==> src/vram_pkg.sv <==
package vram_pkg;

    // cpu word and word address
    localparam int WORD_WIDTH = 16;
    localparam int VRAM_ADDRESS_WIDTH = 13;

    // visible screen in pixels
    localparam int SCREEN_WIDTH = 512;
    localparam int SCREEN_HEIGHT = 256;

    // top left corner of the screen window on the display
    localparam int SCREEN_H_OFFSET = 64;
    localparam int SCREEN_V_OFFSET = 112;

    // display counters
    localparam int POS_WIDTH = 10;

    // one bit per pixel, so a line is SCREEN_WIDTH/8 bytes
    localparam int LINE_SHIFT = $clog2(SCREEN_WIDTH / 8);

    // four pixels per sram nibble
    localparam int NIBBLES_PER_LINE = SCREEN_WIDTH / 4;

    // pending cpu writes
    localparam int FIFO_DEPTH = 4;
    localparam int FIFO_PTR_WIDTH = $clog2(FIFO_DEPTH);

endpackage

==> src/sram_pkg.sv <==
package sram_pkg;

    // 23LC1024 opcodes
    localparam logic [7:0] INS_READ = 8'h03;
    localparam logic [7:0] INS_WRITE = 8'h02;
    localparam logic [7:0] INS_EQIO = 8'h38;
    localparam logic [7:0] INS_RSTIO = 8'hff;

    localparam int SRAM_ADDRESS_WIDTH = 24;
    localparam int BUFFER_WIDTH = 24;

    // frame sections, in sck cycles
    localparam int INSTR_CLKS = 2;
    localparam int ADDR_CLKS = 6;
    localparam int DUMMY_CLKS = 2;
    localparam int SPI_CMD_CLKS = 8;
    localparam int WRITE_DATA_CLKS = 4;
    localparam int WRITE_TOTAL_CLKS = INSTR_CLKS + ADDR_CLKS + WRITE_DATA_CLKS;
    localparam int READ_DATA_START = INSTR_CLKS + ADDR_CLKS + DUMMY_CLKS;
    localparam int READ_TOTAL_CLKS = READ_DATA_START + vram_pkg::NIBBLES_PER_LINE;
    localparam int SCK_COUNT_WIDTH = $clog2(READ_TOTAL_CLKS + 1);

    // single bit spi or four bit sqi on the sio lines
    typedef enum logic {IO_SPI, IO_SQI} io_mode_t;

    typedef enum logic [2:0] {
        ST_RESET_IO   = 3'd0,
        ST_ENTER_QUAD = 3'd1,
        ST_IDLE       = 3'd2,
        ST_READ       = 3'd3,
        ST_WRITE      = 3'd4
    } seq_state_t;

endpackage

==> src/pixel_stage.sv <==
`timescale 1ns/1ns

module pixel_stage
    import vram_pkg::*;
    import sram_pkg::*;
(
    input  logic                          clk,
    input  logic                          reset,
    input  logic                          display_active_i,
    input  logic [POS_WIDTH-1:0]          hpos_i,
    input  logic [POS_WIDTH-1:0]          vpos_i,
    input  logic                          line_trigger_i,
    input  logic                          initialized_i,
    input  seq_state_t                    state_i,
    input  logic [3:0]                    nibble_i,
    input  logic                          nibble_valid_i,
    output logic                          read_request_o,
    output logic [SRAM_ADDRESS_WIDTH-1:0] line_address_o,
    output logic                          pixel_o
);

    logic                 in_line;
    logic                 in_col;
    logic                 new_request;
    logic [POS_WIDTH-1:0] line_num;
    logic [3:0]           pixel_nibble;
    logic [1:0]           pixel_index;

    assign in_line = (vpos_i >= POS_WIDTH'(SCREEN_V_OFFSET)) &&
                     (vpos_i < POS_WIDTH'(SCREEN_V_OFFSET + SCREEN_HEIGHT));
    assign in_col  = (hpos_i >= POS_WIDTH'(SCREEN_H_OFFSET)) &&
                     (hpos_i < POS_WIDTH'(SCREEN_H_OFFSET + SCREEN_WIDTH));

    assign new_request = line_trigger_i && in_line && initialized_i;
    assign line_num    = vpos_i - POS_WIDTH'(SCREEN_V_OFFSET);

    // request held until the sequencer takes it
    always_ff @(posedge clk) begin
        if (reset) begin
            read_request_o <= 1'b0;
        end else if (state_i == ST_READ) begin
            read_request_o <= 1'b0;
        end else if (new_request) begin
            read_request_o <= 1'b1;
        end
    end

    // line address frozen at the trigger
    always_ff @(posedge clk) begin
        if (new_request && state_i != ST_READ) begin
            line_address_o <= SRAM_ADDRESS_WIDTH'(line_num) << LINE_SHIFT;
        end
        if (nibble_valid_i) begin
            pixel_nibble <= nibble_i;
        end
    end

    // leftmost pixel of a nibble is on sio3
    assign pixel_index = ~hpos_i[1:0];
    assign pixel_o = display_active_i && in_line && in_col && !pixel_nibble[pixel_index];

endmodule

==> src/sio_shifter.sv <==
`timescale 1ns/1ns

module sio_shifter
    import vram_pkg::*;
    import sram_pkg::*;
(
    input  logic                          clk,
    input  logic                          reset,
    input  seq_state_t                    state_i,
    input  logic [SCK_COUNT_WIDTH-1:0]    sck_count_i,
    input  logic                          sck_rise_i,
    input  logic                          sck_fall_i,
    input  logic [SRAM_ADDRESS_WIDTH-1:0] line_address_i,
    input  logic [VRAM_ADDRESS_WIDTH-1:0] fifo_address_i,
    input  logic [WORD_WIDTH-1:0]         fifo_data_i,
    input  logic [3:0]                    sram_sio_i,
    output logic [3:0]                    sram_sio_o,
    output logic                          sram_sio_oe_o,
    output logic [3:0]                    nibble_o,
    output logic                          nibble_valid_o
);

    logic [BUFFER_WIDTH-1:0]       buffer;
    io_mode_t                      io_mode;
    logic                          was_idle;
    logic                          frame_start;
    logic                          read_capture;
    logic [7:0]                    opcode;
    logic [VRAM_ADDRESS_WIDTH-1:0] word_address;
    logic [WORD_WIDTH-1:0]         word_data;
    logic [WORD_WIDTH-1:0]         word_reversed;

    assign frame_start  = was_idle && (state_i != ST_IDLE);
    assign read_capture = sck_fall_i && (state_i == ST_READ) &&
                          (sck_count_i >= SCK_COUNT_WIDTH'(READ_DATA_START)) &&
                          (sck_count_i < SCK_COUNT_WIDTH'(READ_TOTAL_CLKS));

    always_comb begin
        case (state_i)
            ST_RESET_IO:   opcode = INS_RSTIO;
            ST_ENTER_QUAD: opcode = INS_EQIO;
            ST_READ:       opcode = INS_READ;
            default:       opcode = INS_WRITE;
        endcase
    end

    // cpu keeps its first pixel in bit 0
    always_comb begin
        for (int i = 0; i < WORD_WIDTH; i++) begin
            word_reversed[i] = word_data[WORD_WIDTH-1-i];
        end
    end

    always_ff @(posedge clk) begin
        if (reset) begin
            was_idle <= 1'b1;
            io_mode  <= IO_SPI;
            buffer   <= '0;
        end else begin
            was_idle <= (state_i == ST_IDLE);
            if (frame_start) begin
                buffer  <= {opcode, {(BUFFER_WIDTH-8){1'b0}}};
                io_mode <= (state_i inside {ST_RESET_IO, ST_ENTER_QUAD}) ? IO_SPI : IO_SQI;
            end else if (sck_rise_i) begin
                // new section or next bits, one clk after the rise
                if ((state_i == ST_READ) && (sck_count_i == SCK_COUNT_WIDTH'(INSTR_CLKS))) begin
                    buffer <= line_address_i;
                end else if ((state_i == ST_WRITE) &&
                             (sck_count_i == SCK_COUNT_WIDTH'(INSTR_CLKS))) begin
                    // two bytes per cpu word
                    buffer <= BUFFER_WIDTH'({word_address, 1'b0});
                end else if ((state_i == ST_WRITE) &&
                             (sck_count_i == SCK_COUNT_WIDTH'(INSTR_CLKS + ADDR_CLKS))) begin
                    buffer <= {word_reversed, {(BUFFER_WIDTH-WORD_WIDTH){1'b0}}};
                end else if (io_mode == IO_SQI) begin
                    buffer <= buffer << 4;
                end else begin
                    buffer <= buffer << 1;
                end
            end
        end
    end

    // popped entry, kept for the whole write frame
    always_ff @(posedge clk) begin
        if (frame_start && state_i == ST_WRITE) begin
            word_address <= fifo_address_i;
            word_data    <= fifo_data_i;
        end
        if (read_capture) begin
            nibble_o <= sram_sio_i;
        end
    end

    // sram owns the bus during read data
    always_ff @(posedge clk) begin
        if (reset) begin
            sram_sio_oe_o  <= 1'b1;
            nibble_valid_o <= 1'b0;
        end else begin
            sram_sio_oe_o  <= !((state_i == ST_READ) &&
                               (sck_count_i >= SCK_COUNT_WIDTH'(READ_DATA_START)));
            nibble_valid_o <= read_capture;
        end
    end

    // spi mode keeps hold_n high on sio3
    assign sram_sio_o = (io_mode == IO_SQI) ? buffer[BUFFER_WIDTH-1 -: 4]
                                            : {1'b1, 2'b00, buffer[BUFFER_WIDTH-1]};

endmodule

==> src/spi_video_ram.sv <==
`timescale 1ns/1ns

module spi_video_ram
    import vram_pkg::*;
    import sram_pkg::*;
(
    input  logic                          clk,
    input  logic                          reset,
    input  logic                          hack_write_i,
    input  logic [VRAM_ADDRESS_WIDTH-1:0] hack_address_i,
    input  logic [WORD_WIDTH-1:0]         hack_data_i,
    input  logic                          display_active_i,
    input  logic [POS_WIDTH-1:0]          hpos_i,
    input  logic [POS_WIDTH-1:0]          vpos_i,
    input  logic                          line_trigger_i,
    input  logic [3:0]                    sram_sio_i,
    output logic                          sram_cs_n_o,
    output logic                          sram_sck_o,
    output logic                          sram_sio_oe_o,
    output logic [3:0]                    sram_sio_o,
    output logic                          pixel_o,
    output logic                          initialized_o
);

    logic                          push;
    logic [VRAM_ADDRESS_WIDTH-1:0] push_address;
    logic [WORD_WIDTH-1:0]         push_data;
    logic                          fifo_pop;
    logic                          fifo_full;
    logic                          fifo_empty;
    logic [VRAM_ADDRESS_WIDTH-1:0] fifo_address;
    logic [WORD_WIDTH-1:0]         fifo_data;
    seq_state_t                    state;
    logic [SCK_COUNT_WIDTH-1:0]    sck_count;
    logic                          sck_rise;
    logic                          sck_fall;
    logic                          read_request;
    logic [SRAM_ADDRESS_WIDTH-1:0] line_address;
    logic [3:0]                    nibble;
    logic                          nibble_valid;

    // cpu write strobe registered into a push
    always_ff @(posedge clk) begin
        if (reset) begin
            push <= 1'b0;
        end else begin
            push <= hack_write_i && !fifo_full;
        end
    end

    always_ff @(posedge clk) begin
        push_address <= hack_address_i;
        push_data    <= hack_data_i;
    end

    vram_write_fifo i_fifo (
        .clk(clk), .reset(reset),
        .push_i(push), .push_address_i(push_address), .push_data_i(push_data),
        .pop_i(fifo_pop), .pop_address_o(fifo_address), .pop_data_o(fifo_data),
        .full_o(fifo_full), .empty_o(fifo_empty)
    );

    sram_sequencer i_sequencer (
        .clk(clk), .reset(reset),
        .fifo_empty_i(fifo_empty), .read_request_i(read_request),
        .state_o(state), .sck_count_o(sck_count), .sck_rise_o(sck_rise), .sck_fall_o(sck_fall),
        .pop_o(fifo_pop), .sram_cs_n_o(sram_cs_n_o), .sram_sck_o(sram_sck_o),
        .initialized_o(initialized_o)
    );

    sio_shifter i_shifter (
        .clk(clk), .reset(reset),
        .state_i(state), .sck_count_i(sck_count), .sck_rise_i(sck_rise), .sck_fall_i(sck_fall),
        .line_address_i(line_address), .fifo_address_i(fifo_address), .fifo_data_i(fifo_data),
        .sram_sio_i(sram_sio_i), .sram_sio_o(sram_sio_o), .sram_sio_oe_o(sram_sio_oe_o),
        .nibble_o(nibble), .nibble_valid_o(nibble_valid)
    );

    pixel_stage i_pixel (
        .clk(clk), .reset(reset),
        .display_active_i(display_active_i), .hpos_i(hpos_i), .vpos_i(vpos_i),
        .line_trigger_i(line_trigger_i), .initialized_i(initialized_o), .state_i(state),
        .nibble_i(nibble), .nibble_valid_i(nibble_valid),
        .read_request_o(read_request), .line_address_o(line_address), .pixel_o(pixel_o)
    );

endmodule

==> src/sram_sequencer.sv <==
`timescale 1ns/1ns

module sram_sequencer
    import sram_pkg::*;
(
    input  logic                       clk,
    input  logic                       reset,
    input  logic                       fifo_empty_i,
    input  logic                       read_request_i,
    output seq_state_t                 state_o,
    output logic [SCK_COUNT_WIDTH-1:0] sck_count_o,
    output logic                       sck_rise_o,
    output logic                       sck_fall_o,
    output logic                       pop_o,
    output logic                       sram_cs_n_o,
    output logic                       sram_sck_o,
    output logic                       initialized_o
);

    logic [SCK_COUNT_WIDTH-1:0] frame_clks;
    logic                       sck_run;
    logic                       frame_done;

    // frame length of the current state
    always_comb begin
        case (state_o)
            ST_READ:  frame_clks = SCK_COUNT_WIDTH'(READ_TOTAL_CLKS);
            ST_WRITE: frame_clks = SCK_COUNT_WIDTH'(WRITE_TOTAL_CLKS);
            default:  frame_clks = SCK_COUNT_WIDTH'(SPI_CMD_CLKS);
        endcase
    end

    // sck only toggles while the chip is selected
    assign sck_run = !sram_cs_n_o && (state_o != ST_IDLE);

    // last rise done and sck back low
    assign frame_done = sck_run && !sram_sck_o && (sck_count_o == frame_clks);

    always_ff @(posedge clk) begin
        if (reset) begin
            state_o       <= ST_RESET_IO;
            initialized_o <= 1'b0;
            pop_o         <= 1'b0;
        end else begin
            pop_o <= 1'b0;
            case (state_o)
                ST_IDLE: begin
                    // reads only with no writes queued
                    if (!initialized_o) begin
                        state_o <= ST_ENTER_QUAD;
                    end else if (read_request_i && fifo_empty_i) begin
                        state_o <= ST_READ;
                    end else if (!fifo_empty_i) begin
                        state_o <= ST_WRITE;
                        pop_o   <= 1'b1;
                    end
                end
                ST_ENTER_QUAD: begin
                    if (frame_done) begin
                        state_o       <= ST_IDLE;
                        initialized_o <= 1'b1;
                    end
                end
                default: begin
                    if (frame_done) begin
                        state_o <= ST_IDLE;
                    end
                end
            endcase
        end
    end

    // chip select follows the state one cycle late
    always_ff @(posedge clk) begin
        if (reset) begin
            sram_cs_n_o <= 1'b1;
        end else begin
            sram_cs_n_o <= (state_o == ST_IDLE);
        end
    end

    // sck at half the clk rate, edges counted on the rise
    always_ff @(posedge clk) begin
        if (reset) begin
            sram_sck_o  <= 1'b0;
            sck_count_o <= '0;
            sck_rise_o  <= 1'b0;
            sck_fall_o  <= 1'b0;
        end else begin
            sck_rise_o <= 1'b0;
            sck_fall_o <= 1'b0;
            if (!sck_run) begin
                sram_sck_o  <= 1'b0;
                sck_count_o <= '0;
            end else if (sram_sck_o) begin
                sram_sck_o <= 1'b0;
                sck_fall_o <= 1'b1;
            end else if (sck_count_o != frame_clks) begin
                sram_sck_o  <= 1'b1;
                sck_rise_o  <= 1'b1;
                sck_count_o <= sck_count_o + 1'b1;
            end
        end
    end

endmodule

==> src/vram_write_fifo.sv <==
`timescale 1ns/1ns

module vram_write_fifo
    import vram_pkg::*;
(
    input  logic                          clk,
    input  logic                          reset,
    input  logic                          push_i,
    input  logic [VRAM_ADDRESS_WIDTH-1:0] push_address_i,
    input  logic [WORD_WIDTH-1:0]         push_data_i,
    input  logic                          pop_i,
    output logic [VRAM_ADDRESS_WIDTH-1:0] pop_address_o,
    output logic [WORD_WIDTH-1:0]         pop_data_o,
    output logic                          full_o,
    output logic                          empty_o
);

    logic [VRAM_ADDRESS_WIDTH-1:0] address_mem [FIFO_DEPTH];
    logic [WORD_WIDTH-1:0]         data_mem [FIFO_DEPTH];
    logic [FIFO_PTR_WIDTH-1:0]     wr_ptr;
    logic [FIFO_PTR_WIDTH-1:0]     rd_ptr;
    logic [FIFO_PTR_WIDTH:0]       count;
    logic                          do_push;
    logic                          do_pop;

    // a push into a full queue is lost
    assign do_push = push_i && !full_o;
    assign do_pop  = pop_i && !empty_o;

    assign full_o  = (count == (FIFO_PTR_WIDTH + 1)'(FIFO_DEPTH));
    assign empty_o = (count == '0);

    // head entry
    assign pop_address_o = address_mem[rd_ptr];
    assign pop_data_o    = data_mem[rd_ptr];

    always_ff @(posedge clk) begin
        if (do_push) begin
            address_mem[wr_ptr] <= push_address_i;
            data_mem[wr_ptr]    <= push_data_i;
        end
    end

    always_ff @(posedge clk) begin
        if (reset) begin
            wr_ptr <= '0;
            rd_ptr <= '0;
            count  <= '0;
        end else begin
            if (do_push) begin
                wr_ptr <= wr_ptr + 1'b1;
            end
            if (do_pop) begin
                rd_ptr <= rd_ptr + 1'b1;
            end
            // pointers wrap on their own, depth is a power of two
            case ({do_push, do_pop})
                2'b10:   count <= count + 1'b1;
                2'b01:   count <= count - 1'b1;
                default: count <= count;
            endcase
        end
    end

endmodule

==> config.mk <==
export PLATFORM = sky130hd
export DESIGN_NAME = spi_video_ram
export DESIGN_NICKNAME = d
export VERILOG_FILES = /design/src/vram_pkg.sv /design/src/sram_pkg.sv /design/src/pixel_stage.sv /design/src/sio_shifter.sv /design/src/spi_video_ram.sv /design/src/sram_sequencer.sv /design/src/vram_write_fifo.sv
export SDC_FILE = /design/constraint.sdc
export NUM_CORES = 1
export LEC_CHECK = 0
export BUFFER_PORTS_ARGS = -buffer_cell sky130_fd_sc_hd__buf_2
export CORE_MARGIN = 4
export CORE_UTILIZATION = 50
export DETAILED_ROUTE_END_ITERATION = 10
export PLACE_DENSITY_LB_ADDON = 0.25
export SLEW_MARGIN = 30
export SYNTH_ARGS = -nofsm -noshare
export SYNTH_HDL_FRONTEND = slang
export SYNTH_SLANG_ARGS = --single-unit
==> constraint.sdc <==
create_clock -name clk -period 6.8 [get_ports clk]
set_input_delay 2.04 -clock clk [delete_from_list [all_inputs] [get_ports clk]]
set_output_delay 2.04 -clock clk [all_outputs]
set_load 0.01 [all_outputs]
==> results of run 1 <==
[cell type report]
class                           instances  area, um2
Timing Repair Buffer                   67        348
Sequential cell                       243       6500
Fill cell                            1373       7500
Inverter                               13       48.8
Clock buffer                           32        714
Tap cell                              229        287
Clock inverter                         13        128
Multi-Input combinational cell        302       2560
[cells by family after synthesis]
family,after synthesis
adders and majority gates,10
and+or+nand+nor,139
xor gates and xnor gates,17
muxes,59
DFF,243
buffers and inverters,41
AOI/OAI and AO/OA,77
[synth_stat cells (3+ instances only)]
| master | count | area [um2] |
|---|---|---|
| and2_1 | 8 | 50.1 |
| mux4_2 | 30 | 676 |
| nor2b_1 | 5 | 31.3 |
| o211ai_1 | 3 | 22.5 |
| nor2_1 | 39 | 146 |
| a21oi_1 | 18 | 90.1 |
| nand2_1 | 38 | 143 |
| edfxtp_1 | 163 | 4890 |
| a211oi_1 | 6 | 45.0 |
| or3_1 | 4 | 25.0 |
| buf_2 | 9 | 45.0 |
| and3_1 | 9 | 56.3 |
| dfxtp_1 | 80 | 1600 |
| a31oi_1 | 8 | 50.1 |
| o221a_1 | 4 | 45.0 |
| inv_1 | 13 | 48.8 |
| o21ai_0 | 7 | 35.0 |
| clkbuf_1 | 11 | 41.3 |
| nand2b_1 | 5 | 31.3 |
| buf_6 | 6 | 67.6 |
| nand3_1 | 9 | 45.0 |
| o22ai_1 | 7 | 43.8 |
| ha_1 | 9 | 113 |
| xnor2_1 | 6 | 52.6 |
| xor2_1 | 11 | 96.3 |
| a32o_1 | 6 | 60.1 |
| mux2i_1 | 21 | 210 |
| nor3_1 | 5 | 25.0 |
| mux2_2 | 7 | 78.8 |
| a211o_1 | 3 | 26.3 |
[registers in the layout (all words and copies together) (netlist names), 2 cells and up]
| register | cells |
|---|---|
| i_pixel.pixel_nibble | 4 |
| i_shifter.nibble_o | 4 |
| i_shifter.word_address | 13 |
| i_pixel.line_address_o | 10 |
| i_sequencer.sck_count_o | 8 |
| i_fifo.data_mem | 64 |
| i_fifo.wr_ptr | 2 |
| i_fifo.count | 3 |
| push_address | 13 |
| i_fifo.address_mem | 52 |
| push_data | 16 |
| i_sequencer.state_o | 3 |
| i_shifter.word_data | 16 |
| i_fifo.rd_ptr | 2 |
| i_shifter.buffer | 23 |
[report_power, final]
| part | switching (uW) | total, uW | internal [uW] |
|---|---|---|---|
| combinational | 47.9 | 87.1 | 39.2 |
| sequential | 19.8 | 1630 | 1610 |
| clock | 536 | 1350 | 819 |
[stage by stage]
stage,power [uW],setup WS [ns]
6_report,3070,1.57
2_1_floorplan,1710,1.92
3_5_place_dp,1750,1.55
4_1_cts,3110,1.54
5_1_grt,3180,1.45
3_3_place_gp,1740,1.61
[metal layers]
layer | wire (um) | vias to the layer above
li1 | - | 2369
met1 | 7340 | 2475
met2 | 8040 | 128
met3 | 843 | 32
met4 | 424 | 0
met5 | 0 | -
[layout by cell type, fill, tap and decap left out, types with 3 or more instances in the layout]
master,n
clkbuf_1,3
dfxtp_1,78
o22ai_1,7
nand2b_1,5
nand3_1,9
and3_1,5
a32o_1,6
nand2_1,38
mux4_2,30
a31oi_1,8
clkinv_2,3
xor2_1,11
o221a_1,4
a21oi_1,18
and3_2,4
clkbuf_16,27
nor2b_1,5
a211o_1,3
mux2_2,7
or3_1,4
o211ai_1,3
and2_1,8
xnor2_1,6
a211oi_1,6
ha_1,9
buf_2,62
clkinvlp_4,6
inv_1,13
mux2i_1,21
o21ai_0,7
nor2_1,39
edfxtp_1,163
nor3_1,5
buf_4,5
[worst register-to-register path: cells and delay by family, from the launching register on]
| family | cells | cell delay [ns] |
|---|---|---|
| AO/OA/AOI/OAI | 3 | 1.05 |
| AND/OR/NAND/NOR | 2 | 0.74 |
| flip-flops | 1 | 0.54 |
[worst paths after layout]
| kind | end | slack (ns) | cells past startpoint |
|---|---|---|---|
| worst max-delay path | pixel_o | 1.57 | 7 |
| worst min-delay path | i_pixel.pixel_nibble[3]$_DFFE_PP_ | 0.42 | 0 |
| worst max register to register | i_shifter.buffer[22]$_SDFFE_PP0P_ | 4.41 | 5 |
| worst min register to register | i_pixel.pixel_nibble[3]$_DFFE_PP_ | 0.42 | 0 |
==> impl_metrics.json, run 1 <==
{
  "drt_first_pass_iters": 5,
  "whs_ns": 0.418,
  "crit_path_start_kind": "input pin",
  "worst_pin_slew_ns": 0.906,
  "io_buffers": 62,
  "cts_resized": 0,
  "antenna_found_initial": 0,
  "end_kind": "primary output",
  "cts_max_level": 1,
  "drv_cap": 0,
  "cts-root-buf": "clkbuf_16",
  "synth_top_family_by_area": "multiplexers",
  "synthArstFlopShare": 0,
  "drc": 0,
  "finalSetupTns_ns": 0,
  "reg2reg_from": "i_sequencer.state_o[2]$_SDFFE_PP0P_",
  "grt_pass1_wl_um": 27200,
  "cpMostUsedCell": "buf_2",
  "maxSlewViolCount": 0,
  "routedWlPerCell_um": 18.5,
  "dieWidth_um": 144,
  "track_usage": 0.166,
  "synth-seq-area-share": 0.701,
  "synth_compound_area_frac": 0.0619,
  "hold_path.class": "register to register",
  "grt.met3_usage": 0.0281,
  "gp_congestion": 0.821,
  "wirelength_um": 16600,
  "via_per_inst": 5.57,
  "cp_max_fo": 3,
  "fmax_mhz": 191,
  "synth_xor_area_frac": 0.0161,
  "synth_simple_gate_area_share": 0.0769,
  "dpl.hpwl_um": 10500,
  "dieArea_um2": 20800,
  "syn-cell-area_um2": 9260,
  "initial_core_util": 0.512,
  "critPathKind": "input pin to primary output",
  "min_period_ns": 5.23,
  "finClkSkew_ns": 0.00945,
  "crit_chain": "buf_2, ha_1, a21oi_1, xor2_1, nor2_1, and3_1, buf_2",
  "grt_start_max_net_pins": 32,
  "p_leak_uw": 0.00371,
  "synth.area.mux_share": 0.107,
  "cpPeakStageDelay_ns": 0.22,
  "hold_buffers": 0,
  "cts_buffers": 25,
  "clock_latency_ns": 0.50,
  "hp-start": "i_shifter.nibble_o[3]$_DFFE_PP_",
  "vdd_drop_max_v": 0.000191,
  "numClockSinks": 243,
  "synth_edf_count": 163,
  "io_pins": 67,
  "place_area_um2": 9740,
  "grt.busiest_layer": "met2",
  "startpoint": "vpos_i[4]",
  "rsz0062_at_grt": "no",
  "area_delta_synth_final_pct": 14.2,
  "die_h_um": 144,
  "grt_use_met1": 0.228,
  "critPathBufInv": 2,
  "finalSetupViolations": 0,
  "drt_iter0_markers": 285,
  "cpLargestDelayFamily": "simple AND/OR/NAND/NOR gates",
  "status": "complete, no violations",
  "power.density_nw_per_um2": 290,
  "rows": 49,
  "cp_slowest_cell": "ha_1",
  "cts_tree": "done",
  "syn_inst": 586,
  "ys_seq_elements": 243,
  "postLayoutCellArea_um2": 10600,
  "critPathArrivalTime_ns": 3.19,
  "fin_cells": 899,
  "yosysWarnings": 0,
  "vias": 5004,
  "avgSynthCellArea_um2": 15.8,
  "synth.distinct_cells": 56,
  "drive_above_1_share": 0.246,
  "synth_fp_nets": 654,
  "ant_nets": 0,
  "coreArea_um2": 18100,
  "fin_crit_sh": 0.769,
  "nets": 720,
  "max-slew-margin-rel": 0.394,
  "final-hold-violation-count": 0,
  "cts_max_path_buffers": 3,
  "crit_required_ns": 4.76,
  "utilization": 0.585,
  "diodes": 0,
  "dp_cells": 854,
  "use_met2": 0.273,
  "grt_pass1_vias": 5173,
  "post_cts_buffers": 0,
  "grt-ovfl-total": 0,
  "synthAdderAreaFrac": 0.0143,
  "ys.flop_type": "edfxtp_1",
  "clkTransAtPathRegs_ns": 0.06
}
Power figures use the tool's default switching activity.
==> run 2: changes to the inputs <==
--- a/config.mk
+++ b/config.mk
@@ -5,6 +5,7 @@
 export SDC_FILE = /design/constraint.sdc
 export NUM_CORES = 1
 export LEC_CHECK = 0
+export ABC_AREA = 1
 export BUFFER_PORTS_ARGS = -buffer_cell sky130_fd_sc_hd__buf_2
 export CORE_MARGIN = 4
 export CORE_UTILIZATION = 50
==> constraint.sdc (replaced) <==
create_clock -name clk -period 4.6 [get_ports clk]
set_input_delay 1.38 -clock clk [delete_from_list [all_inputs] [get_ports clk]]
set_output_delay 1.38 -clock clk [all_outputs]
set_load 0.01 [all_outputs]
==> impl_metrics.json, run 2 <==
{
  "status": "complete, no violations",
  "vias": 6126,
  "largest_reg_flops": 64,
  "drv_cap": 0,
  "dieWidth_um": 146,
  "rsz0062_at_grt": "no",
  "layout_commonest_cell": "edfxtp_1",
  "cts_tree": "done",
  "power.density_nw_per_um2": 410,
  "hold_buffers": 0,
  "critPathBufInv": 2,
  "synth_top_cell_by_area": "edfxtp_1",
  "cpMostUsedCell": "nand2_1",
  "cpPeakStageDelay_ns": 0.21,
  "max-slew-margin-rel": 0.369,
  "crit_chain": "buf_2, ha_1, nand2_1, nand2_1, nand2_1, nand3_1, nor3_1, buf_2",
  "fin_crit_sh": 0.820,
  "antenna_found_initial": 0,
  "synthArstFlopShare": 0,
  "dieArea_um2": 21300,
  "multi_input_area_um2": 2600,
  "routedWlPerCell_um": 15.5,
  "die_h_um": 146,
  "cp_max_fo": 3,
  "dpl.hpwl_um": 11300,
  "ys_top_cells_by_count": "edfxtp_1, nand2_1, o21ai_0",
  "final_cell_mix": "edfxtp_1, nand2_1, o21ai_0, nor2_1, dfxtp_1",
  "utilization": 0.577,
  "end_kind": "primary output",
  "yosysWarnings": 0,
  "seq_area_um2": 6500,
  "critPathKind": "input pin to primary output",
  "final-hold-violation-count": 0,
  "finClkSkew_ns": 0.0100,
  "synth_fp_nets": 919,
  "synth_top_cell_area_share": 0.514,
  "io_pins": 67,
  "nets": 981,
  "grt-ovfl-total": 0,
  "critPathArrivalTime_ns": 2.39,
  "finalSetupTns_ns": 0,
  "grt_pass1_wl_um": 29100,
  "synth-seq-area-share": 0.682,
  "top_register": "i_fifo.data_mem",
  "cpLargestDelayFamily": "simple AND/OR/NAND/NOR gates",
  "ys.flop_type": "edfxtp_1",
  "ys_seq_elements": 243,
  "drt_iter0_markers": 394,
  "cp_slowest_cell": "ha_1",
  "coreArea_um2": 18700,
  "io_buffers": 62,
  "cts-root-buf": "clkbuf_16",
  "synth.distinct_cells": 47,
  "cts_max_level": 1,
  "area_delta_synth_final_pct": 13.1,
  "initial_core_util": 0.510,
  "grt_pass1_vias": 5748,
  "clock_latency_ns": 0.53,
  "crit_required_ns": 3.22,
  "numClockSinks": 243,
  "drc": 0,
  "synth_area_leaders": "edfxtp_1, dfxtp_1, nand2_1, o21ai_0, nor2_1",
  "finalSetupViolations": 0,
  "min_period_ns": 3.77,
  "post_cts_buffers": 0,
  "diodes": 0,
  "grt_start_max_net_pins": 61,
  "crit_path_start_kind": "input pin",
  "fmax_mhz": 265,
  "via_per_inst": 5.25,
  "gp_congestion": 0.827,
  "wirelength_um": 18100,
  "syn-cell-area_um2": 9530,
  "maxSlewViolCount": 0,
  "rows": 50,
  "top_regs": "i_fifo.data_mem x64, i_fifo.address_mem x52, i_shifter.buffer x23",
  "syn_inst": 851,
  "ff2ff_setup_slack_ns": 2.27,
  "worst_pin_slew_ns": 0.941,
  "drt_first_pass_iters": 4,
  "fill_cells": 1560,
  "p_leak_uw": 0.00397,
  "vdd_drop_max_v": 0.000307,
  "drive_above_1_share": 0.149,
  "avgSynthCellArea_um2": 11.2,
  "cts_max_path_buffers": 3,
  "hold_path.class": "register to register",
  "cts_resized": 0,
  "clkTransAtPathRegs_ns": 0.05,
  "synth_most_common_cell": "edfxtp_1",
  "track_usage": 0.166,
  "cts_buffers": 25,
  "synth_edf_count": 163,
  "ant_nets": 0
}
-- run 2: worst paths after layout --
kind	cells past startpoint	start	endpoint
max	8	vpos_i[4]	pixel_o
min	0	i_shifter.nibble_o[3]$_DFFE_PP_	i_pixel.pixel_nibble[3]$_DFFE_PP_
max reg2reg	5	i_sequencer.sck_rise_o$_SDFF_PP0_	i_shifter.buffer[21]$_SDFFE_PP0P_
min reg2reg	0	i_shifter.nibble_o[3]$_DFFE_PP_	i_pixel.pixel_nibble[3]$_DFFE_PP_
-- run 2: where the power goes --
group          internal [uW]  leakage [uW]  total (uW)  switching, uW
logic                   49.0       0.00146         133           83.7
registers               2380       0.00214        2410           27.6
clock network           1100      0.000379        1890            789
total                   3530       0.00397        4430            900
-- run 2: logic make-up after synthesis --
kind of cell / count (synthesis) / synth area share
AOI/OAI and AO/OA: 189 / 0.110
xor gates and xnor gates: 9 / 0.00827
adders and majority gates: 10 / 0.0139
buffers and inverters: 101 / 0.0474
DFF: 243 / 0.682
muxes: 1 / 0.00105
and+or+nand+nor: 298 / 0.138
-- run 2: cell type report --
class,instances,share of cell area
Timing Repair Buffer,71,0.0350
Clock buffer,37,0.0640
Tap cell,234,0.0271
Multi-Input combinational cell,507,0.241
Sequential cell,243,0.602
Clock inverter,9,0.00754
Inverter,65,0.0231
-- run 2: metal layers --
metal | up-vias | share of wire | global-route usage
met5 | - | 0 | 0
met2 | 138 | 0.48 | 0.282
li1 | 3090 | - | -
met1 | 2873 | 0.44 | 0.223
met4 | 0 | 0.020 | 0.0442
met3 | 25 | 0.052 | 0.0289
-- run 2: metrics by stage --
stage / hold WS (ns) / power (uW) / instances / setup WS [ns] / area (um2)
floorplan: 0.400 / 2530 / 851 / 1.08 / 9530
global placement: 0.400 / 2580 / 1120 / 0.826 / 10000
detailed placement: 0.406 / 2590 / 1120 / 0.793 / 10000
CTS: 0.420 / 4470 / 1166 / 0.792 / 10800
global route: 0.432 / 4590 / 1166 / 0.652 / 10800
finish: 0.421 / 4430 / 1166 / 0.826 / 10800
==> run 3: changes to the inputs <==
==> constraint.sdc (replaced) <==
create_clock -name clk -period 3.71 [get_ports clk]
set_input_delay 1.113 -clock clk [delete_from_list [all_inputs] [get_ports clk]]
set_output_delay 1.113 -clock clk [all_outputs]
set_load 0.01 [all_outputs]
==> impl_metrics.json, run 3 (same netlist as run 2, synthesis figures left out) <==
{
  "die_h_um": 146,
  "cts_max_path_buffers": 3,
  "crit_chain": "buf_2, ha_1, nand2_1, nand2_1, nand2_1, nand3_1, nor3_1, buf_2",
  "drt_first_pass_iters": 4,
  "power.density_nw_per_um2": 526,
  "cts-root-buf": "clkbuf_16",
  "finClkSkew_ns": 0.0114,
  "wl_met2_um": 8720,
  "max-slew-margin-rel": 0.582,
  "vdd_drop_max_v": 0.000379,
  "end_kind": "primary output",
  "hold_path.class": "register to register",
  "drc": 0,
  "dp_slack_ns": 0.455,
  "status": "complete, no violations",
  "cts_tree": "done",
  "via_per_inst": 5.26,
  "rows": 50,
  "final_cell_mix": "edfxtp_1, nand2_1, o21ai_0, nor2_1, dfxtp_1",
  "finalSetupTns_ns": 0,
  "ant_nets": 0,
  "fmax_mhz": 310,
  "vias": 6150,
  "cts_buffers": 25,
  "io_buffers": 62,
  "wirelength_um": 18300,
  "cpLargestDelayFamily": "simple AND/OR/NAND/NOR gates",
  "numClockSinks": 243,
  "clock_latency_ns": 0.53,
  "crit_required_ns": 2.60,
  "antenna_found_initial": 0,
  "finalSetupViolations": 0,
  "grt-ovfl-total": 0,
  "dr.max_layer_used": "met4",
  "io_pins": 67,
  "maxSlewViolCount": 0,
  "drive_above_1_share": 0.156,
  "min_period_ns": 3.22,
  "rsz0062_at_grt": "no",
  "grt_pass1_wl_um": 29600,
  "dpl.hpwl_um": 11600,
  "critPathArrivalTime_ns": 2.11,
  "cts_max_level": 1,
  "worst_pin_slew_ns": 0.627,
  "hold_buffers": 0,
  "fin_crit_sh": 0.868,
  "critPathKind": "input pin to primary output",
  "fill_cells": 1532,
  "final-hold-violation-count": 0,
  "top_register": "i_fifo.data_mem",
  "dieArea_um2": 21300,
  "crit_path_start_kind": "input pin",
  "cts_resized": 0,
  "drv_cap": 0,
  "whs_ns": 0.420,
  "cpMostUsedCell": "nand2_1",
  "clkTransAtPathRegs_ns": 0.06,
  "critPathBufInv": 2,
  "layout_commonest_cell": "edfxtp_1",
  "area_delta_synth_final_pct": 14.4,
  "largest_reg_flops": 64,
  "cp_max_fo": 3,
  "coreArea_um2": 18700,
  "initial_core_util": 0.510,
  "nets": 985,
  "cpPeakStageDelay_ns": 0.21,
  "post_cts_buffers": 0,
  "grt_start_max_net_pins": 60,
  "drt_iter0_markers": 427,
  "setup_slack_ns": 0.489,
  "top_regs": "i_fifo.data_mem x64, i_fifo.address_mem x52, i_shifter.buffer x23",
  "met1_length_um": 8210,
  "diodes": 0,
  "dr_wl_met3_um": 953,
  "cp_slowest_cell": "ha_1",
  "track_usage": 0.170,
  "dieWidth_um": 146,
  "grt_pass1_vias": 5716,
  "p_leak_uw": 0.00404,
  "gp_congestion": 0.836,
  "power_uw": 5730,
  "routedWlPerCell_um": 15.7
}
==> run 3: area by class of cell <==
type                       count  area [um2]  share of cell area
inverter                      65         249              0.0228
timing repair buffer          75         408              0.0374
tap                          234         293              0.0269
clock buffer                  28         637              0.0584
multi-input combinational    507        2600               0.238
clock inverter                18         225              0.0207
sequential                   243        6500               0.596
==> run 3: metrics by stage <==
step | cells | cell area (um2) | utilization
floorplan | 851 | 9530 | -
global placement | 1124 | 10000 | 0.537
detailed placement | 1124 | 10000 | 0.537
CTS | 1170 | 10900 | 0.583
global route | 1170 | 10900 | 0.583
finish | 1170 | 10900 | 0.583
==> run 3: final timing paths <==
path,start,endpoint,slack [ns],cells past startpoint
max,vpos_i[4],pixel_o,0.49,8
min,i_shifter.nibble_o[3]$_DFFE_PP_,i_pixel.pixel_nibble[3]$_DFFE_PP_,0.42,0
max reg2reg,i_fifo.count[0]$_SDFFE_PP0P_,i_fifo.count[2]$_SDFFE_PP0P_,1.53,10
min reg2reg,i_shifter.nibble_o[3]$_DFFE_PP_,i_pixel.pixel_nibble[3]$_DFFE_PP_,0.42,0
==> run 3: layer usage <==
metal	vias to the layer above	track usage
met3	32	0.0273
met5	-	0
met4	0	0.0503
met2	155	0.276
li1	3089	-
met1	2874	0.239
==> run 3: power by group <==
group | switching [uW] | total [uW] | leakage (uW) | internal [uW]
Sequential | 31.5 | 2980 | 0.00214 | 2950
Clock | 996 | 2580 | 0.000423 | 1590
Combinational | 107 | 169 | 0.00148 | 61.2
Total | 1140 | 5730 | 0.00404 | 4600
==> run 3: worst register-to-register path, cell delays in order (launching register included) <==
cell and delay (ns):
dfxtp_1 0.34, nor3_1 0.28, nor2_1 0.11, inv_1 0.24, ha_1 0.20, inv_1 0.07
fa_1 0.38, a21oi_1 0.15, o21ai_0 0.11, o21ai_0 0.15, a21oi_1 0.05
